===== config.mk =====
export PLATFORM = sky130hd
export DESIGN_NAME = execute_memory_register_flat
export DESIGN_NICKNAME = d
export VERILOG_FILES = /design/src/mips_isa_pkg.sv /design/src/pipe_if.sv /design/src/execute_memory_register.sv /design/src/flat_wrapper.sv
export SDC_FILE = /design/constraint.sdc
export NUM_CORES = 1
export LEC_CHECK = 0
export ABC_CLOCK_PERIOD_IN_PS = 11100
export BUFFER_PORTS_ARGS = -buffer_cell sky130_fd_sc_hd__buf_2
export CORE_AREA = 2 2 167 169
export DETAILED_ROUTE_END_ITERATION = 16
export DIE_AREA = 0 0 169 171
export MAX_ROUTING_LAYER = met4
export PLACE_DENSITY = 0.58
export SLEW_MARGIN = 5
export SYNTH_ARGS = -nofsm -noshare
export SYNTH_HDL_FRONTEND = slang
export SYNTH_SLANG_ARGS = --single-unit

===== constraint.sdc =====
create_clock -name clk -period 11.1 [get_ports clk]
set_clock_uncertainty 0.1 [all_clocks]
set_input_delay 2.775 -clock clk [delete_from_list [all_inputs] [get_ports clk]]
set_output_delay 2.775 -clock clk [all_outputs]
set_load 0.02 [all_outputs]

===== src/mips_isa_pkg.sv =====
`default_nettype none

package mips_isa_pkg;

	typedef logic [31:0] word_t;
	typedef logic [4:0] reg_idx_t;
	typedef logic [5:0] opcode_t;
	typedef logic [5:0] funct_t;

	localparam opcode_t op_rtype = 6'h00;
	localparam opcode_t op_addi = 6'h08;
	localparam opcode_t op_lw = 6'h23;
	localparam opcode_t op_sw = 6'h2b;
	localparam opcode_t op_j = 6'h02;
	localparam opcode_t op_jal = 6'h03;
	localparam opcode_t op_halt = 6'h3f; // Not a MIPS opcode, stops the core

	localparam funct_t fn_add = 6'h20;
	localparam funct_t fn_sub = 6'h22;
	localparam funct_t fn_and = 6'h24;
	localparam funct_t fn_or = 6'h25;
	localparam funct_t fn_slt = 6'h2a;
	localparam funct_t fn_mult = 6'h18;
	localparam funct_t fn_multu = 6'h19;
	localparam funct_t fn_mfhi = 6'h10;
	localparam funct_t fn_mflo = 6'h12;
	localparam funct_t fn_jr = 6'h08;
	localparam funct_t fn_jalr = 6'h09;

endpackage

`default_nettype wire

===== src/pipe_if.sv =====
`timescale 1ns/100ps
`default_nettype none


interface exec_mem_if;
	logic ex_valid, mem_valid;
	logic ex_register_write, mem_register_write;
	logic ex_memory_to_register, mem_memory_to_register;
	logic ex_memory_write, mem_memory_write;
	logic ex_hi_write, mem_hi_write;
	logic ex_lo_write, mem_lo_write;
	logic ex_jump, mem_jump;
	logic ex_jalr, mem_jalr;
	logic ex_halt, mem_halt;
	mips_isa_pkg::opcode_t ex_op, mem_op;
	mips_isa_pkg::word_t ex_src_a, mem_src_a;
	mips_isa_pkg::word_t ex_alu_result, mem_alu_result;
	mips_isa_pkg::word_t ex_hi_result, mem_hi_result;
	mips_isa_pkg::word_t ex_lo_result, mem_lo_result;
	mips_isa_pkg::word_t ex_write_data, mem_write_data;
	mips_isa_pkg::reg_idx_t ex_write_register, mem_write_register;
	mips_isa_pkg::word_t ex_jump_target, mem_jump_target;

	// Write-back port, with the register file read ports riding along
	logic wb_valid;
	mips_isa_pkg::reg_idx_t wb_register;
	mips_isa_pkg::word_t wb_data;
	logic wb_hi_valid;
	mips_isa_pkg::word_t wb_hi;
	logic wb_lo_valid;
	mips_isa_pkg::word_t wb_lo;
	mips_isa_pkg::reg_idx_t rf_idx_a, rf_idx_b, rf_idx_c;
	mips_isa_pkg::word_t rf_a, rf_b, rf_c;
	mips_isa_pkg::word_t hi_value, lo_value;

	modport execute (output ex_valid, ex_register_write, ex_memory_to_register,
		ex_memory_write, ex_hi_write, ex_lo_write, ex_jump, ex_jalr, ex_halt, ex_op,
		ex_src_a, ex_alu_result, ex_hi_result, ex_lo_result, ex_write_data,
		ex_write_register, ex_jump_target);
	modport source (input ex_valid, ex_register_write, ex_memory_to_register,
		ex_memory_write, ex_hi_write, ex_lo_write, ex_jump, ex_jalr, ex_halt, ex_op,
		ex_src_a, ex_alu_result, ex_hi_result, ex_lo_result, ex_write_data,
		ex_write_register, ex_jump_target);
	modport stage (output mem_valid, mem_register_write, mem_memory_to_register,
		mem_memory_write, mem_hi_write, mem_lo_write, mem_jump, mem_jalr, mem_halt, mem_op,
		mem_src_a, mem_alu_result, mem_hi_result, mem_lo_result, mem_write_data,
		mem_write_register, mem_jump_target);
	modport memory (input mem_valid, mem_register_write, mem_memory_to_register,
		mem_memory_write, mem_hi_write, mem_lo_write, mem_jump, mem_jalr, mem_halt, mem_op,
		mem_src_a, mem_alu_result, mem_hi_result, mem_lo_result, mem_write_data,
		mem_write_register, mem_jump_target);
	modport wb_out (output wb_valid, wb_register, wb_data, wb_hi_valid, wb_hi, wb_lo_valid,
		wb_lo, rf_a, rf_b, rf_c, hi_value, lo_value, input rf_idx_a, rf_idx_b, rf_idx_c);
	modport wb_in (input wb_valid, wb_register, wb_data, wb_hi_valid, wb_hi, wb_lo_valid,
		wb_lo, rf_a, rf_b, rf_c, hi_value, lo_value, output rf_idx_a, rf_idx_b, rf_idx_c);
endinterface

`default_nettype wire


===== src/execute_memory_register.sv =====
`timescale 1ns/100ps
`default_nettype none

module execute_memory_register (
	input logic clk,
	input logic reset,
	exec_mem_if.source ex,
	exec_mem_if.stage mem
);

	always_ff @(posedge clk, posedge reset) begin
		if (reset) begin
			mem.mem_valid <= 1'b0;
			mem.mem_register_write <= 1'b0;
			mem.mem_memory_to_register <= 1'b0;
			mem.mem_memory_write <= 1'b0;
			mem.mem_hi_write <= 1'b0;
			mem.mem_lo_write <= 1'b0;
			mem.mem_jump <= 1'b0;
			mem.mem_jalr <= 1'b0;
			mem.mem_halt <= 1'b0;
			mem.mem_op <= '0;
			mem.mem_src_a <= '0;
			mem.mem_alu_result <= '0;
			mem.mem_hi_result <= '0;
			mem.mem_lo_result <= '0;
			mem.mem_write_data <= '0;
			mem.mem_write_register <= '0;
			mem.mem_jump_target <= '0;
		end else begin
			mem.mem_valid <= ex.ex_valid;
			mem.mem_register_write <= ex.ex_register_write;
			mem.mem_memory_to_register <= ex.ex_memory_to_register;
			mem.mem_memory_write <= ex.ex_memory_write;
			mem.mem_hi_write <= ex.ex_hi_write;
			mem.mem_lo_write <= ex.ex_lo_write;
			mem.mem_jump <= ex.ex_jump;
			mem.mem_jalr <= ex.ex_jalr;
			mem.mem_halt <= ex.ex_halt;
			mem.mem_op <= ex.ex_op;
			mem.mem_src_a <= ex.ex_src_a;
			mem.mem_alu_result <= ex.ex_alu_result;
			mem.mem_hi_result <= ex.ex_hi_result;
			mem.mem_lo_result <= ex.ex_lo_result;
			mem.mem_write_data <= ex.ex_write_data;
			mem.mem_write_register <= ex.ex_write_register;
			mem.mem_jump_target <= ex.ex_jump_target;
		end
	end

endmodule

`default_nettype wire


===== src/flat_wrapper.sv =====
// flat-port wrapper written by rule: the top's interface ports become plain ports
module execute_memory_register_flat 
  (clk, reset, ex_ex_valid, ex_ex_register_write, ex_ex_memory_to_register, ex_ex_memory_write, ex_ex_hi_write, ex_ex_lo_write, ex_ex_jump, ex_ex_jalr, ex_ex_halt, ex_ex_op, ex_ex_src_a, ex_ex_alu_result, ex_ex_hi_result, ex_ex_lo_result, ex_ex_write_data, ex_ex_write_register, ex_ex_jump_target, mem_mem_valid, mem_mem_register_write, mem_mem_memory_to_register, mem_mem_memory_write, mem_mem_hi_write, mem_mem_lo_write, mem_mem_jump, mem_mem_jalr, mem_mem_halt, mem_mem_op, mem_mem_src_a, mem_mem_alu_result, mem_mem_hi_result, mem_mem_lo_result, mem_mem_write_data, mem_mem_write_register, mem_mem_jump_target);
  exec_mem_if ex_i ();
  exec_mem_if mem_i ();
  input logic clk;
  input logic reset;
  input wire logic [$bits(ex_i.ex_valid)-1:0] ex_ex_valid;
  input wire logic [$bits(ex_i.ex_register_write)-1:0] ex_ex_register_write;
  input wire logic [$bits(ex_i.ex_memory_to_register)-1:0] ex_ex_memory_to_register;
  input wire logic [$bits(ex_i.ex_memory_write)-1:0] ex_ex_memory_write;
  input wire logic [$bits(ex_i.ex_hi_write)-1:0] ex_ex_hi_write;
  input wire logic [$bits(ex_i.ex_lo_write)-1:0] ex_ex_lo_write;
  input wire logic [$bits(ex_i.ex_jump)-1:0] ex_ex_jump;
  input wire logic [$bits(ex_i.ex_jalr)-1:0] ex_ex_jalr;
  input wire logic [$bits(ex_i.ex_halt)-1:0] ex_ex_halt;
  input wire logic [$bits(ex_i.ex_op)-1:0] ex_ex_op;
  input wire logic [$bits(ex_i.ex_src_a)-1:0] ex_ex_src_a;
  input wire logic [$bits(ex_i.ex_alu_result)-1:0] ex_ex_alu_result;
  input wire logic [$bits(ex_i.ex_hi_result)-1:0] ex_ex_hi_result;
  input wire logic [$bits(ex_i.ex_lo_result)-1:0] ex_ex_lo_result;
  input wire logic [$bits(ex_i.ex_write_data)-1:0] ex_ex_write_data;
  input wire logic [$bits(ex_i.ex_write_register)-1:0] ex_ex_write_register;
  input wire logic [$bits(ex_i.ex_jump_target)-1:0] ex_ex_jump_target;
  output wire logic [$bits(mem_i.mem_valid)-1:0] mem_mem_valid;
  output wire logic [$bits(mem_i.mem_register_write)-1:0] mem_mem_register_write;
  output wire logic [$bits(mem_i.mem_memory_to_register)-1:0] mem_mem_memory_to_register;
  output wire logic [$bits(mem_i.mem_memory_write)-1:0] mem_mem_memory_write;
  output wire logic [$bits(mem_i.mem_hi_write)-1:0] mem_mem_hi_write;
  output wire logic [$bits(mem_i.mem_lo_write)-1:0] mem_mem_lo_write;
  output wire logic [$bits(mem_i.mem_jump)-1:0] mem_mem_jump;
  output wire logic [$bits(mem_i.mem_jalr)-1:0] mem_mem_jalr;
  output wire logic [$bits(mem_i.mem_halt)-1:0] mem_mem_halt;
  output wire logic [$bits(mem_i.mem_op)-1:0] mem_mem_op;
  output wire logic [$bits(mem_i.mem_src_a)-1:0] mem_mem_src_a;
  output wire logic [$bits(mem_i.mem_alu_result)-1:0] mem_mem_alu_result;
  output wire logic [$bits(mem_i.mem_hi_result)-1:0] mem_mem_hi_result;
  output wire logic [$bits(mem_i.mem_lo_result)-1:0] mem_mem_lo_result;
  output wire logic [$bits(mem_i.mem_write_data)-1:0] mem_mem_write_data;
  output wire logic [$bits(mem_i.mem_write_register)-1:0] mem_mem_write_register;
  output wire logic [$bits(mem_i.mem_jump_target)-1:0] mem_mem_jump_target;
  assign ex_i.ex_valid = ex_ex_valid;
  assign ex_i.ex_register_write = ex_ex_register_write;
  assign ex_i.ex_memory_to_register = ex_ex_memory_to_register;
  assign ex_i.ex_memory_write = ex_ex_memory_write;
  assign ex_i.ex_hi_write = ex_ex_hi_write;
  assign ex_i.ex_lo_write = ex_ex_lo_write;
  assign ex_i.ex_jump = ex_ex_jump;
  assign ex_i.ex_jalr = ex_ex_jalr;
  assign ex_i.ex_halt = ex_ex_halt;
  assign ex_i.ex_op = ex_ex_op;
  assign ex_i.ex_src_a = ex_ex_src_a;
  assign ex_i.ex_alu_result = ex_ex_alu_result;
  assign ex_i.ex_hi_result = ex_ex_hi_result;
  assign ex_i.ex_lo_result = ex_ex_lo_result;
  assign ex_i.ex_write_data = ex_ex_write_data;
  assign ex_i.ex_write_register = ex_ex_write_register;
  assign ex_i.ex_jump_target = ex_ex_jump_target;
  assign mem_mem_valid = mem_i.mem_valid;
  assign mem_mem_register_write = mem_i.mem_register_write;
  assign mem_mem_memory_to_register = mem_i.mem_memory_to_register;
  assign mem_mem_memory_write = mem_i.mem_memory_write;
  assign mem_mem_hi_write = mem_i.mem_hi_write;
  assign mem_mem_lo_write = mem_i.mem_lo_write;
  assign mem_mem_jump = mem_i.mem_jump;
  assign mem_mem_jalr = mem_i.mem_jalr;
  assign mem_mem_halt = mem_i.mem_halt;
  assign mem_mem_op = mem_i.mem_op;
  assign mem_mem_src_a = mem_i.mem_src_a;
  assign mem_mem_alu_result = mem_i.mem_alu_result;
  assign mem_mem_hi_result = mem_i.mem_hi_result;
  assign mem_mem_lo_result = mem_i.mem_lo_result;
  assign mem_mem_write_data = mem_i.mem_write_data;
  assign mem_mem_write_register = mem_i.mem_write_register;
  assign mem_mem_jump_target = mem_i.mem_jump_target;
  execute_memory_register u_core (.clk(clk), .reset(reset), .ex(ex_i), .mem(mem_i));
endmodule

=== Yosys cells after proc, flatten, opt, wreduce, memory -nomap -nowiden ===
Cells that the tools add are included.

* Register bits after elaboration: 212
* Bits of input ports: 214
* Word-level logic and storage cells: 17

=== Depth between registers and ports, before layout ===
* Word-level depth: 0
* Mapped depth: 1
* Mapped depth without buffers: 1

=== Worst setup path before layout ===
No wires, ideal clock.

* Path type: register to output
* Start: register u_core.mem.mem_alu_result[0] (netlist bit)
* End: output mem_mem_alu_result[0]
* Arrival: 0.416 ns
* Data required time: 8.225 ns
* Path slack: 7.809 ns
* Stages on the path, launching flop included: 1
* Cell sequence: dfrtp_1

{| class="wikitable"
|+ RTL lines
! element !! line !! source
|-
| start, declared || pipe_if.sv:46 || <nowiki>mem_src_a, mem_alu_result, mem_hi_result, mem_lo_result, mem_write_data,</nowiki>
|-
| start signal, assigned || execute_memory_register.sv:42 || <nowiki>mem.mem_alu_result <= ex.ex_alu_result;</nowiki>
|-
| end, declared || flat_wrapper.sv:36 || <nowiki>output wire logic [$bits(mem_i.mem_alu_result)-1:0] mem_mem_alu_result;</nowiki>
|}

No word-level cell between the ends.

=== Final worst setup path ===
* Start: register u_core.mem.mem_write_register[1] (netlist bit)
* End: output mem_mem_write_register[1]

{| class="wikitable"
|+ RTL lines
! element !! line !! source
|-
| start, declared || pipe_if.sv:47 || <nowiki>mem_write_register, mem_jump_target);</nowiki>
|-
| start signal, assigned || execute_memory_register.sv:46 || <nowiki>mem.mem_write_register <= ex.ex_write_register;</nowiki>
|-
| end, declared || flat_wrapper.sv:40 || <nowiki>output wire logic [$bits(mem_i.mem_write_register)-1:0] mem_mem_write_register;</nowiki>
|}

No word-level cell between the ends.

==> flow_summary_export.csv <==
group,metric,value,unit
status,status,"completed",
timing,whs,2230,ps
cts,clock-sinks,212,
placement,dp_hpwl,9360,um
power_and_ir_drop,power.density,194,mW/mm^2
worst_setup_path,cp.arrival,1040,ps
cts,h-tree-depth,1,
global_route,grt_pass1_wl,18000,um
yosys,async_flop_share,1.00,
routing,drt_wl_total,12800,um
floorplanning,start_util,0.194,
global_route,antenna_found_initial,1,
yosys,yosysTopAreaCellShare,0.999,
timing,timing.fmax,0.255,GHz
cts,cts_hold_buf,0,
timing,final_hold_viol_count,0,
timing,maxSlewHeadroom,0.404,
global_route,grt_pass1_vias,3623,
worst_setup_path,path_cells,"buf_2",
worst_setup_path,end_kind,"output pin",
cts,cts_buffers,23,
global_route,grt_max_degree,77,
floorplanning,ioPinCount,426,
final_layout,finalNetCount,879,
routing,viasPerCell,3.40,
yosys,synthCells,213,
power_and_ir_drop,cellLeakagePower,0.00451,uW
floorplanning,fp.dieH,171,um
final_layout,multiInputGateArea,0,sq um
floorplanning,die_x,169,um
yosys,yosysTopAreaCell,"dfrtp_1",
yosys,avgSynthCellArea,24.9,sq um
routing,routedWlPerCell,12.4,um
timing,tightest_slew,894,ps
worst_setup_path,worst-path-buf-inv,1,
cts,cts.path.max_buffers,3,
yosys,yosys_warnings,0,
timing,rsz0062_at_grt,"false",
routing,first_pass_iters,4,
floorplanning,core-area,0.0273,sq mm
final_layout,fin_util,0.315,
timing,min_period,3920,ps
final_layout,layout-drive-gt1-share,0.681,
placement,gp_congestion,0.714,
timing,fin_setup_tns,0,ps
yosys,synth_ff_type,"dfrtp_1",
global_route,grt_remaining_overflow,0,
global_route,met1_usage,0.0831,
yosys,ys_seq_elements,212,
cts,clockRootBuffer,"clkbuf_16",
yosys,synthTopCellsByCount,"212 x dfrtp_1, 1 x inv_1",
final_layout,num-multi-input-gates,0,
worst_setup_path,cp.required,8230,ps
worst_setup_path,path_delay_family,"flip-flops",
yosys,synth.distinct_cells,2,
yosys,yosys-top-cells-area,"dfrtp_1 100%, inv_1 0.071%",
routing,antenna_left,0,
yosys,netlist_area,0.00531,sq mm
cts,cts.repair.resized,0,
timing,finalCritPeriodShare,0.353,
floorplanning,dieArea,0.0289,sq mm
worst_setup_path,worst_path_largest_cell_delay,380,ps
routing,vias,3492,
routing,drt_iter0_markers,79,
yosys,syn_nets,427,
timing,finalMaxSlewViolations,0,
power_and_ir_drop,totalPowerFinal,1670,uW
cts,clk_pin_slew,60,ps
final_layout,fin_area,0.00861,sq mm
global_route,grt_use_met3,0.0312,
global_route,top_usage_layer,"met2",
final_layout,syn_to_final_growth,62.3,%
power_and_ir_drop,irDropWorstVdd,0.108,mV
flow_run,cap_violations,0,
global_route,track_usage,0.0818,
worst_setup_path,crit_type,"flop to output pin",
placement,port_buffers,425,
timing,setup_violations,0,
placement,placed_cell_area,0.00789,sq mm
cts,cts_setup_buffers,0,
worst_setup_path,cp_max_fo,1,
routing,drcViolationCount,0,
cts,cts_tree,"yes",
yosys,synth_most_common_cell,"dfrtp_1",
yosys,synth_edf_count,0,
floorplanning,rows,61,
worst_setup_path,crit_slowest_cell,"dfrtp_1",
global_route,gr-usage-met2,0.139,
hold_path,hold_class,"input port to async pin",
worst_setup_path,cp-start-kind,"flop",
yosys,yosysSeqAreaShare,0.999,
[flip-flops by register name, indices dropped and copies added (netlist names)]
| signal | flops |
|---|---|
| u_core.mem.mem_halt | 1 |
| u_core.mem.mem_src_a | 32 |
| u_core.mem.mem_hi_result | 32 |
| u_core.mem.mem_write_register | 5 |
| u_core.mem.mem_jump_target | 32 |
| u_core.mem.mem_lo_write | 1 |
| u_core.mem.mem_lo_result | 32 |
| u_core.mem.mem_memory_to_register | 1 |
| u_core.mem.mem_memory_write | 1 |
| u_core.mem.mem_jalr | 1 |
| u_core.mem.mem_register_write | 1 |
| u_core.mem.mem_jump | 1 |
| u_core.mem.mem_write_data | 32 |
| u_core.mem.mem_op | 6 |
| u_core.mem.mem_hi_write | 1 |
| u_core.mem.mem_valid | 1 |
| u_core.mem.mem_alu_result | 32 |
[logic make-up after synthesis]
kind of cell,after synthesis,share of synthesized area
buffers and inverters,1,0.000706
flip-flops,212,0.999
[metrics by stage]
step           instances  setup WS (ps)
2_1_floorplan        213           2430
3_3_place_gp         986           6780
3_5_place_dp         986           6740
4_1_cts             1026           7130
5_1_grt             1027           7070
6_report            1027           7180
[worst max-delay path by stage]
stage / slack (ps) / end / cells after the start / start
3_3_place_gp: 6780 / u_core.mem.mem_lo_result[8] / 3 / reset
5_1_grt: 7070 / u_core.mem.mem_jump_target[3] / 3 / reset
4_1_cts: 7130 / mem_mem_alu_result[0] / 1 / u_core.mem.mem_alu_result[0]
2_1_floorplan: 2430 / u_core.mem.mem_alu_result[0] / 1 / reset
3_5_place_dp: 6740 / u_core.mem.mem_src_a[12] / 3 / reset
6_report: 7180 / mem_mem_write_register[1] / 1 / u_core.mem.mem_write_register[1]
[layout make-up]
type | count | area [sq um]
Fill cell | 2739 | 18700
Sequential cell | 212 | 5310
Timing Repair Buffer | 427 | 2140
Clock buffer | 35 | 691
Tap cell | 346 | 433
Clock inverter | 5 | 30.0
Inverter | 1 | 11.3
Antenna cell | 1 | 2.50
[cells in the final DEF, fill, tap and decap left out, drive strengths merged]
master,count
buf,427
dfrtp,212
clkbuf,35
clkinv,3
clkinvlp,2
diode,1
inv,1
[report_power, final]
group | total [uW] | internal, uW | switching [uW]
Combinational | 146 | 53.1 | 92.4
Clock | 708 | 426 | 282
Sequential | 821 | 812 | 8.73
[metal layers]
layer,wire length (um),up-vias
li1,-,1560
met1,4280,1654
met2,6570,245
met3,1390,33
met4,548,0
met5,0,-
Power figures use the tool's default switching activity.
