===== src/mips_isa_pkg.sv =====
`default_nettype none

package mips_isa_pkg;

	typedef logic [31:0] word_t;
	typedef logic [4:0] reg_idx_t;
	typedef logic [5:0] opcode_t;
	typedef logic [5:0] funct_t;

	localparam opcode_t op_rtype = 6'h00;
	localparam opcode_t op_addi = 6'h08;
	localparam opcode_t op_lw = 6'h23;
	localparam opcode_t op_sw = 6'h2b;
	localparam opcode_t op_j = 6'h02;
	localparam opcode_t op_jal = 6'h03;
	localparam opcode_t op_halt = 6'h3f; // Not a MIPS opcode, stops the core

	localparam funct_t fn_add = 6'h20;
	localparam funct_t fn_sub = 6'h22;
	localparam funct_t fn_and = 6'h24;
	localparam funct_t fn_or = 6'h25;
	localparam funct_t fn_slt = 6'h2a;
	localparam funct_t fn_mult = 6'h18;
	localparam funct_t fn_multu = 6'h19;
	localparam funct_t fn_mfhi = 6'h10;
	localparam funct_t fn_mflo = 6'h12;
	localparam funct_t fn_jr = 6'h08;
	localparam funct_t fn_jalr = 6'h09;

endpackage

`default_nettype wire

===== src/pipe_if.sv =====
`timescale 1ns/100ps
`default_nettype none


interface exec_mem_if;
	logic ex_valid, mem_valid;
	logic ex_register_write, mem_register_write;
	logic ex_memory_to_register, mem_memory_to_register;
	logic ex_memory_write, mem_memory_write;
	logic ex_hi_write, mem_hi_write;
	logic ex_lo_write, mem_lo_write;
	logic ex_jump, mem_jump;
	logic ex_jalr, mem_jalr;
	logic ex_halt, mem_halt;
	mips_isa_pkg::opcode_t ex_op, mem_op;
	mips_isa_pkg::word_t ex_src_a, mem_src_a;
	mips_isa_pkg::word_t ex_alu_result, mem_alu_result;
	mips_isa_pkg::word_t ex_hi_result, mem_hi_result;
	mips_isa_pkg::word_t ex_lo_result, mem_lo_result;
	mips_isa_pkg::word_t ex_write_data, mem_write_data;
	mips_isa_pkg::reg_idx_t ex_write_register, mem_write_register;
	mips_isa_pkg::word_t ex_jump_target, mem_jump_target;

	// Write-back port, with the register file read ports riding along
	logic wb_valid;
	mips_isa_pkg::reg_idx_t wb_register;
	mips_isa_pkg::word_t wb_data;
	logic wb_hi_valid;
	mips_isa_pkg::word_t wb_hi;
	logic wb_lo_valid;
	mips_isa_pkg::word_t wb_lo;
	mips_isa_pkg::reg_idx_t rf_idx_a, rf_idx_b, rf_idx_c;
	mips_isa_pkg::word_t rf_a, rf_b, rf_c;
	mips_isa_pkg::word_t hi_value, lo_value;

	modport execute (output ex_valid, ex_register_write, ex_memory_to_register,
		ex_memory_write, ex_hi_write, ex_lo_write, ex_jump, ex_jalr, ex_halt, ex_op,
		ex_src_a, ex_alu_result, ex_hi_result, ex_lo_result, ex_write_data,
		ex_write_register, ex_jump_target);
	modport source (input ex_valid, ex_register_write, ex_memory_to_register,
		ex_memory_write, ex_hi_write, ex_lo_write, ex_jump, ex_jalr, ex_halt, ex_op,
		ex_src_a, ex_alu_result, ex_hi_result, ex_lo_result, ex_write_data,
		ex_write_register, ex_jump_target);
	modport stage (output mem_valid, mem_register_write, mem_memory_to_register,
		mem_memory_write, mem_hi_write, mem_lo_write, mem_jump, mem_jalr, mem_halt, mem_op,
		mem_src_a, mem_alu_result, mem_hi_result, mem_lo_result, mem_write_data,
		mem_write_register, mem_jump_target);
	modport memory (input mem_valid, mem_register_write, mem_memory_to_register,
		mem_memory_write, mem_hi_write, mem_lo_write, mem_jump, mem_jalr, mem_halt, mem_op,
		mem_src_a, mem_alu_result, mem_hi_result, mem_lo_result, mem_write_data,
		mem_write_register, mem_jump_target);
	modport wb_out (output wb_valid, wb_register, wb_data, wb_hi_valid, wb_hi, wb_lo_valid,
		wb_lo, rf_a, rf_b, rf_c, hi_value, lo_value, input rf_idx_a, rf_idx_b, rf_idx_c);
	modport wb_in (input wb_valid, wb_register, wb_data, wb_hi_valid, wb_hi, wb_lo_valid,
		wb_lo, rf_a, rf_b, rf_c, hi_value, lo_value, output rf_idx_a, rf_idx_b, rf_idx_c);
endinterface

`default_nettype wire


===== src/mips_result.sv =====
`timescale 1ns/100ps
`default_nettype none

module mips_result #(
	parameter int DMEM_DEPTH = 64
) (
	input logic clk,
	input logic reset,
	exec_mem_if.memory mem,
	exec_mem_if.wb_out wb,
	output logic halted
);

	localparam int AW = $clog2(DMEM_DEPTH);

	mips_isa_pkg::word_t dmem [DMEM_DEPTH];
	mips_isa_pkg::word_t gpr [32];
	mips_isa_pkg::word_t hi;
	mips_isa_pkg::word_t lo;
	logic [AW-1:0] dmem_idx;
	mips_isa_pkg::word_t load_data;

	assign dmem_idx = mem.mem_alu_result[AW+1:2]; // Word address
	assign load_data = dmem[dmem_idx];

	// Register 0 is never written, so it stays at its reset value of zero
	assign wb.wb_valid = mem.mem_valid & mem.mem_register_write & (mem.mem_write_register != '0);
	assign wb.wb_register = mem.mem_write_register;
	assign wb.wb_data = mem.mem_memory_to_register ? load_data : mem.mem_alu_result;
	assign wb.wb_hi_valid = mem.mem_valid & mem.mem_hi_write;
	assign wb.wb_hi = mem.mem_hi_result;
	assign wb.wb_lo_valid = mem.mem_valid & mem.mem_lo_write;
	assign wb.wb_lo = mem.mem_lo_result;

	assign wb.rf_a = gpr[wb.rf_idx_a];
	assign wb.rf_b = gpr[wb.rf_idx_b];
	assign wb.rf_c = gpr[wb.rf_idx_c];
	assign wb.hi_value = hi;
	assign wb.lo_value = lo;

	always_ff @(posedge clk, posedge reset) begin
		if (reset) begin
			for (int i = 0; i < 32; i++) begin
				gpr[i] <= '0;
			end
			hi <= '0;
			lo <= '0;
			halted <= 1'b0;
		end else begin
			if (wb.wb_valid)
				gpr[wb.wb_register] <= wb.wb_data;
			if (wb.wb_hi_valid)
				hi <= wb.wb_hi;
			if (wb.wb_lo_valid)
				lo <= wb.wb_lo;
			if (mem.mem_valid && mem.mem_halt)
				halted <= 1'b1;
		end
	end

	always_ff @(posedge clk) begin
		if (mem.mem_valid && mem.mem_memory_write)
			dmem[dmem_idx] <= mem.mem_write_data;
	end

	assert property (@(posedge clk) disable iff (reset)
		mem.mem_valid && (mem.mem_memory_write || mem.mem_memory_to_register) |->
			mem.mem_alu_result[1:0] == 2'b00 && mem.mem_alu_result[31:2] < DMEM_DEPTH);

endmodule

`default_nettype wire


===== src/flat_wrapper.sv =====
// flat-port wrapper written by rule: the top's interface ports become plain ports
module mips_result_flat 
#(
	parameter int DMEM_DEPTH = 64
)
  (clk, reset, halted, mem_mem_valid, mem_mem_register_write, mem_mem_memory_to_register, mem_mem_memory_write, mem_mem_hi_write, mem_mem_lo_write, mem_mem_jump, mem_mem_jalr, mem_mem_halt, mem_mem_op, mem_mem_src_a, mem_mem_alu_result, mem_mem_hi_result, mem_mem_lo_result, mem_mem_write_data, mem_mem_write_register, mem_mem_jump_target, wb_wb_valid, wb_wb_register, wb_wb_data, wb_wb_hi_valid, wb_wb_hi, wb_wb_lo_valid, wb_wb_lo, wb_rf_a, wb_rf_b, wb_rf_c, wb_hi_value, wb_lo_value, wb_rf_idx_a, wb_rf_idx_b, wb_rf_idx_c);
  exec_mem_if mem_i ();
  exec_mem_if wb_i ();
  input logic clk;
  input logic reset;
  output logic halted;
  input wire logic [$bits(mem_i.mem_valid)-1:0] mem_mem_valid;
  input wire logic [$bits(mem_i.mem_register_write)-1:0] mem_mem_register_write;
  input wire logic [$bits(mem_i.mem_memory_to_register)-1:0] mem_mem_memory_to_register;
  input wire logic [$bits(mem_i.mem_memory_write)-1:0] mem_mem_memory_write;
  input wire logic [$bits(mem_i.mem_hi_write)-1:0] mem_mem_hi_write;
  input wire logic [$bits(mem_i.mem_lo_write)-1:0] mem_mem_lo_write;
  input wire logic [$bits(mem_i.mem_jump)-1:0] mem_mem_jump;
  input wire logic [$bits(mem_i.mem_jalr)-1:0] mem_mem_jalr;
  input wire logic [$bits(mem_i.mem_halt)-1:0] mem_mem_halt;
  input wire logic [$bits(mem_i.mem_op)-1:0] mem_mem_op;
  input wire logic [$bits(mem_i.mem_src_a)-1:0] mem_mem_src_a;
  input wire logic [$bits(mem_i.mem_alu_result)-1:0] mem_mem_alu_result;
  input wire logic [$bits(mem_i.mem_hi_result)-1:0] mem_mem_hi_result;
  input wire logic [$bits(mem_i.mem_lo_result)-1:0] mem_mem_lo_result;
  input wire logic [$bits(mem_i.mem_write_data)-1:0] mem_mem_write_data;
  input wire logic [$bits(mem_i.mem_write_register)-1:0] mem_mem_write_register;
  input wire logic [$bits(mem_i.mem_jump_target)-1:0] mem_mem_jump_target;
  output wire logic [$bits(wb_i.wb_valid)-1:0] wb_wb_valid;
  output wire logic [$bits(wb_i.wb_register)-1:0] wb_wb_register;
  output wire logic [$bits(wb_i.wb_data)-1:0] wb_wb_data;
  output wire logic [$bits(wb_i.wb_hi_valid)-1:0] wb_wb_hi_valid;
  output wire logic [$bits(wb_i.wb_hi)-1:0] wb_wb_hi;
  output wire logic [$bits(wb_i.wb_lo_valid)-1:0] wb_wb_lo_valid;
  output wire logic [$bits(wb_i.wb_lo)-1:0] wb_wb_lo;
  output wire logic [$bits(wb_i.rf_a)-1:0] wb_rf_a;
  output wire logic [$bits(wb_i.rf_b)-1:0] wb_rf_b;
  output wire logic [$bits(wb_i.rf_c)-1:0] wb_rf_c;
  output wire logic [$bits(wb_i.hi_value)-1:0] wb_hi_value;
  output wire logic [$bits(wb_i.lo_value)-1:0] wb_lo_value;
  input wire logic [$bits(wb_i.rf_idx_a)-1:0] wb_rf_idx_a;
  input wire logic [$bits(wb_i.rf_idx_b)-1:0] wb_rf_idx_b;
  input wire logic [$bits(wb_i.rf_idx_c)-1:0] wb_rf_idx_c;
  assign mem_i.mem_valid = mem_mem_valid;
  assign mem_i.mem_register_write = mem_mem_register_write;
  assign mem_i.mem_memory_to_register = mem_mem_memory_to_register;
  assign mem_i.mem_memory_write = mem_mem_memory_write;
  assign mem_i.mem_hi_write = mem_mem_hi_write;
  assign mem_i.mem_lo_write = mem_mem_lo_write;
  assign mem_i.mem_jump = mem_mem_jump;
  assign mem_i.mem_jalr = mem_mem_jalr;
  assign mem_i.mem_halt = mem_mem_halt;
  assign mem_i.mem_op = mem_mem_op;
  assign mem_i.mem_src_a = mem_mem_src_a;
  assign mem_i.mem_alu_result = mem_mem_alu_result;
  assign mem_i.mem_hi_result = mem_mem_hi_result;
  assign mem_i.mem_lo_result = mem_mem_lo_result;
  assign mem_i.mem_write_data = mem_mem_write_data;
  assign mem_i.mem_write_register = mem_mem_write_register;
  assign mem_i.mem_jump_target = mem_mem_jump_target;
  assign wb_wb_valid = wb_i.wb_valid;
  assign wb_wb_register = wb_i.wb_register;
  assign wb_wb_data = wb_i.wb_data;
  assign wb_wb_hi_valid = wb_i.wb_hi_valid;
  assign wb_wb_hi = wb_i.wb_hi;
  assign wb_wb_lo_valid = wb_i.wb_lo_valid;
  assign wb_wb_lo = wb_i.wb_lo;
  assign wb_rf_a = wb_i.rf_a;
  assign wb_rf_b = wb_i.rf_b;
  assign wb_rf_c = wb_i.rf_c;
  assign wb_hi_value = wb_i.hi_value;
  assign wb_lo_value = wb_i.lo_value;
  assign wb_i.rf_idx_a = wb_rf_idx_a;
  assign wb_i.rf_idx_b = wb_rf_idx_b;
  assign wb_i.rf_idx_c = wb_rf_idx_c;
  mips_result #(.DMEM_DEPTH(DMEM_DEPTH)) u_core (.clk(clk), .reset(reset), .mem(mem_i), .wb(wb_i), .halted(halted));
endmodule

===== config.mk =====
export PLATFORM = sky130hd
export DESIGN_NAME = mips_result_flat
export DESIGN_NICKNAME = d
export VERILOG_FILES = /design/src/mips_isa_pkg.sv /design/src/pipe_if.sv /design/src/mips_result.sv /design/src/flat_wrapper.sv
export SDC_FILE = /design/constraint.sdc
export NUM_CORES = 2
export LEC_CHECK = 0
export ABC_AREA = 0
export ABC_CLOCK_PERIOD_IN_PS = 38300
export BUFFER_PORTS_ARGS = -buffer_cell sky130_fd_sc_hd__buf_2
export CORE_ASPECT_RATIO = 1.75
export CORE_MARGIN = 3
export CORE_UTILIZATION = 62
export DETAILED_ROUTE_END_ITERATION = 8
export GPL_TIMING_DRIVEN = 0
export PLACE_DENSITY = 0.77
export SYNTH_ARGS = -nofsm -noshare
export SYNTH_HDL_FRONTEND = slang
export SYNTH_SLANG_ARGS = --single-unit

===== constraint.sdc =====
create_clock -name clk -period 38.3 [get_ports clk]
set_clock_uncertainty 0.15 [all_clocks]
set_input_delay 3.83 -clock clk [delete_from_list [all_inputs] [get_ports clk]]
set_output_delay 3.83 -clock clk [all_outputs]
set_load 0.05 [all_outputs]

==> results of run 1 <==
per-layer routing:
| metal | GRT overflow | GRT usage (%) |
|---|---|---|
| met3 | 55 | 50.57 |
| met5 | 4 | 22.87 |
| met1 | 20 | 71.88 |
| met2 | 1320 | 90.59 |
| met4 | 839 | 70.43 |
metrics by stage:
step	instances	util [%]	instance area [µm²]	setup slack, ps
after floorplan	8479	-	143900	3661
after global placement	11940	64.93	149700	-7272
after detailed placement	12080	66.52	153400	24000
after CTS	12600	70.66	162900	23930
cells by family after synthesis:
group           Yosys count  share of synthesized area, %
buf+inv                 903                         2.968
compound gates         1298                         6.391
flops                  3137                         61.68
mux                    2225                         26.13
simple gates            916                         2.834
==> run summary, run 1 <==
status: stopped before the end
Fail Step: global routing
stop err: [ERROR GRT-0116] Global routing finished with congestion. Check the congestion regions in the DRC Viewer.
hold_buf cts: 0
routability cong.: 1.156
CTS H-tree lvls: 5
PostCTS Resize Cnt: 0
Yosys reg bits: 3137
Die Span Y: 643.3 µm
post-synthesis sequential area ratio: 61.68%
synthesized instance count: 8479
FP Rows: 233
count of cell types in the netlist: 78
Synth top area share: 42.74%
dpl hpwl: 509.2 mm
total track usage: 71.08%
I/O pin count: 494
GRT overflow: 2238
vias in the first global route: 120200
largest net degree at the start of global routing: 129
Synth Net Count: 8708
CTS Root Cell: clkbuf_16
synth warn: 0
clock sinks: 3137
dominant cell type by area after synthesis: edfxtp_1
EDFF count, synth: 2048
IO Port Bufs: 402
Mapped Area: 143900 µm²
ys flop type: edfxtp_1
Synth area leaders: edfxtp_1 (43%), dfrtp_1 (19%), mux4_2 (18%)
first-pass GRT wire length: 1176 mm
cts bufs inserted: 292
asr flop ratio synth: 34.71%
Post-synth top cells: edfxtp_1 (2048), mux4_2 (1135), dfrtp_1 (1089)
Clock Path Buffers: 4
most common cell in the netlist: edfxtp_1
Initial Util: 62.40%
Mapped Avg Cell Area: 16.97 µm²
Post-CTS Setup Bufs: 0
Die X: 370.2 µm
==> run 2: changes to the inputs <==
--- a/config.mk
+++ b/config.mk
@@ -8,12 +8,11 @@
 export ABC_AREA = 0
 export ABC_CLOCK_PERIOD_IN_PS = 38300
 export BUFFER_PORTS_ARGS = -buffer_cell sky130_fd_sc_hd__buf_2
-export CORE_ASPECT_RATIO = 1.75
 export CORE_MARGIN = 3
-export CORE_UTILIZATION = 62
+export CORE_UTILIZATION = 40
 export DETAILED_ROUTE_END_ITERATION = 8
 export GPL_TIMING_DRIVEN = 0
-export PLACE_DENSITY = 0.77
+export PLACE_DENSITY_LB_ADDON = 0.15
 export SYNTH_ARGS = -nofsm -noshare
 export SYNTH_HDL_FRONTEND = slang
 export SYNTH_SLANG_ARGS = --single-unit
==> run summary, run 2 <==
IO Port Bufs: 402 (unchanged)
worst-skew pair later-pin latency: 1030 ps
synth-to-layout area growth: 16.83%
dominant cell type by area after synthesis: edfxtp_1
FP Rows: 219 (-6.0%)
PwrDens: 52.96 nW/µm²
Slew Limit Fails: 303
EDFF count, synth: 2048 (unchanged)
first-pass GRT wire length: 911.7 mm
CP arrival: 10160 ps
count of cell types in the netlist: 78 (unchanged)
die area: 366900 µm²
synth warn: 0 (unchanged)
largest net degree at the start of global routing: 121
Mapped Area: 143900 µm² (unchanged)
Synth top area share: 42.74% (unchanged)
CTS Root Cell: clkbuf_16
Crit path top cell by count: buf_2
R2R Path End: u_core.gpr[602]$_DFFE_PP0P_
CP Capture Type: output port
GRT overflow: 0
crit path kind: in2out
Slew headroom: -10.40%
Initial Util: 40.30% (-22 points)
worst vdd ir: 41.96 µV
Synth area leaders: edfxtp_1 (43%), dfrtp_1 (19%), mux4_2 (18%)
asr flop ratio synth: 34.71% (unchanged)
min-delay src: u_core.wb.lo_value[7]$_DFFE_PP0P_
hold_buf cts: 0 (unchanged)
synthesized instance count: 8479 (unchanged)
Setup crit start kind: input port
R2R setup slack: 33960 ps
failing checks: capacitance limit, slew limit
Largest regs: u_core.dmem x2048, u_core.gpr x1024
Net Sw Frac: 28.54%
status: complete, but fails checks
CP required: 34320 ps
clock sinks: 3137 (unchanged)
Residual DRC: 0
Largest register FFs: 2048
final hold violations: 0
cts bufs inserted: 352 (+21%)
RSZ-0062 raised after global routing: no
P_int: 6.362 mW
Overall Power: 8.902 mW
post-route minimum period: 14140 ps
Mapped Avg Cell Area: 16.97 µm² (unchanged)
post-synthesis sequential area ratio: 61.68% (unchanged)
combinational share of power: 16.3%
slowest stage cell, crit path: mux2i_1
Flop pwr share: 44.7%
R2R Path Start: u_core.dmem[51][26]$_DFFE_PP_
CTS tree: yes
ys flop type: edfxtp_1
DRT Wirelength: 701.6 mm
post-route ant nets: 0
routability cong.: 1.000 (-13%)
vias in the first global route: 95560
critical path depth: 11
routed vias/inst: 6.965
critical path endpoint: wb_wb_data[26]
via count: 101100
PostCTS Resize Cnt: 0 (unchanged)
initial antenna violation count: 82
Psw: 2.540 mW
max incr delay on CP: 1180 ps
drt pass-1 iters: 6
clock transition at the registers of the reported paths: 60 ps
final cell utilization of the core: 47.08%
Die Span Y: 605.8 µm (-5.8%)
Max Cap Viol: 27
WP buf/inv: 7
critical path's top delay family: buffers and inverters
crit path max fanout: 11
Leak: 60.90 nW
Tightest Hold Check Type: reg2reg
crit-path cells: buf_4 -> inv_2 -> buf_2 -> buf_2 -> buf_2 -> mux2i_1 -> o221ai_1 -> nor4_2 -> buf_2 -> nor2_1 -> buf_2
largest reg by FF count: u_core.dmem
CTS H-tree lvls: 5 (unchanged)
Clock Path Buffers: 4 (unchanged)
crit share post-route: 36.91%
dpl hpwl: 481.2 mm (-5.5%)
fmax: 70.74 MHz
Post-synth top cells: edfxtp_1 (2048), mux4_2 (1135), dfrtp_1 (1089)
clock share of power: 39.0%
Post-CTS Setup Bufs: 0 (unchanged)
most common cell in the netlist: edfxtp_1
final-stage net count: 9647
start point of the critical path: mem_mem_alu_result[4]
most frequent cells in the layout: edfxtp_1 (2048), mux4_2 (1135), dfrtp_1 (1089), mux2_2 (817), buf_2 (598)
final setup vio count: 0
I/O pin count: 494 (unchanged)
wire length per cell: 48.35 µm
DR iter-0 viols: 17650
reg2reg path depth: 6
Synth Net Count: 8708 (unchanged)
Die X: 605.8 µm (+64%)
total track usage: 37.62%
FILL cells: 30390
core area: 357000 µm²
most common cell after layout, fill and taps aside: edfxtp_1
Yosys reg bits: 3137 (unchanged)
Worst Max-Slew Pin Slew: 1656 ps
share of layout cells above drive strength 1: 37.35%
-- run 2: cell counts after synthesis --
No cell type changed its count.
-- run 2: power by group through the flow --
stage	clock [mW]	sequential [mW]	combinational [mW]
global placement	0	4.02	1.37
CTS	3.47	3.97	1.41
finish	3.47	3.98	1.45
detailed placement	0	4.04	1.41
floorplan	0	4.02	0.831
global route	3.60	4.00	1.48
-- run 2: worst min-delay path by stage --
| stage | end | slack, ps | cells past startpoint |
|---|---|---|---|
| after global placement | u_core.gpr[1014]$_DFFE_PP0P_ | 320 | 1 |
| after CTS | u_core.gpr[999]$_DFFE_PP0P_ | 350 | 1 |
| after detailed placement | u_core.wb.lo_value[7]$_DFFE_PP0P_ | 340 | 1 |
| after floorplan | u_core.gpr[1000]$_DFFE_PP0P_ | 310 | 1 |
| final | u_core.wb.lo_value[7]$_DFFE_PP0P_ | 350 | 1 |
| after global routing | u_core.wb.lo_value[20]$_DFFE_PP0P_ | 360 | 1 |
-- run 2: cells by family (layout without fill, tap and decap cells) --
kind of cell           Yosys count  count (layout)  share of synthesized area [%]
buffers and inverters          903            2124                          2.968
AND/OR/NAND/NOR                916             916                          2.834
AO/OA/AOI/OAI                 1298            1298                          6.391
multiplexers                  2225            2225                          26.13
other                            0              59                              0
flip-flops                    3137            3137                          61.68
-- run 2: stage by stage --
| stage | TNS, ps | area, µm² | setup slack, ps | hold slack, ps | cells |
|---|---|---|---|---|---|
| 2_1_floorplan | 0 | 143900 | 3661 | 308.0 | 8479 |
| 3_3_place_gp | -9964100 | 151800 | -9616 | 318.6 | 13630 |
| 3_5_place_dp | 0 | 156300 | 24570 | 336.7 | 13810 |
| 4_1_cts | 0 | 167800 | 24570 | 350.3 | 14450 |
| 5_1_grt | 0 | 168000 | 24340 | 360.3 | 14460 |
| 6_report | 0 | 168100 | 24160 | 346.7 | 14510 |
-- run 2: worst reg2reg max path, stage by stage, from the launching register on --
cell and delay (ps):
edfxtp_1 360, mux4_2 460, mux2i_1 1060, o221ai_1 310, nor4_2 1160, buf_2 480
o31ai_1 140
-- run 2: area by class of cell --
class / instances / area [µm²] / area share, %
Antenna cell: 59 / 147.6 / 0.08783
Buffer: 885 / 4329 / 2.575
Clock buffer: 451 / 9681 / 5.759
Clock inverter: 185 / 1809 / 1.076
Inverter: 18 / 77.57 / 0.04615
Multi-Input combinational cell: 4439 / 51660 / 30.73
Sequential cell: 3137 / 88750 / 52.79
Tap cell: 4751 / 5944 / 3.536
Timing Repair Buffer: 585 / 5712 / 3.398
-- run 2: layer usage --
| layer | vias up | GRT usage (%) | part of all wire (%) |
|---|---|---|---|
| met1 | 53160 | 45.47 | 34 |
| met3 | 2497 | 13.26 | 13 |
| li1 | 36430 | - | - |
| met5 | - | 0.2090 | 0.044 |
| met2 | 8944 | 55.97 | 44 |
| met4 | 31 | 27.12 | 9.0 |
(Power assumes the default switching activity.)
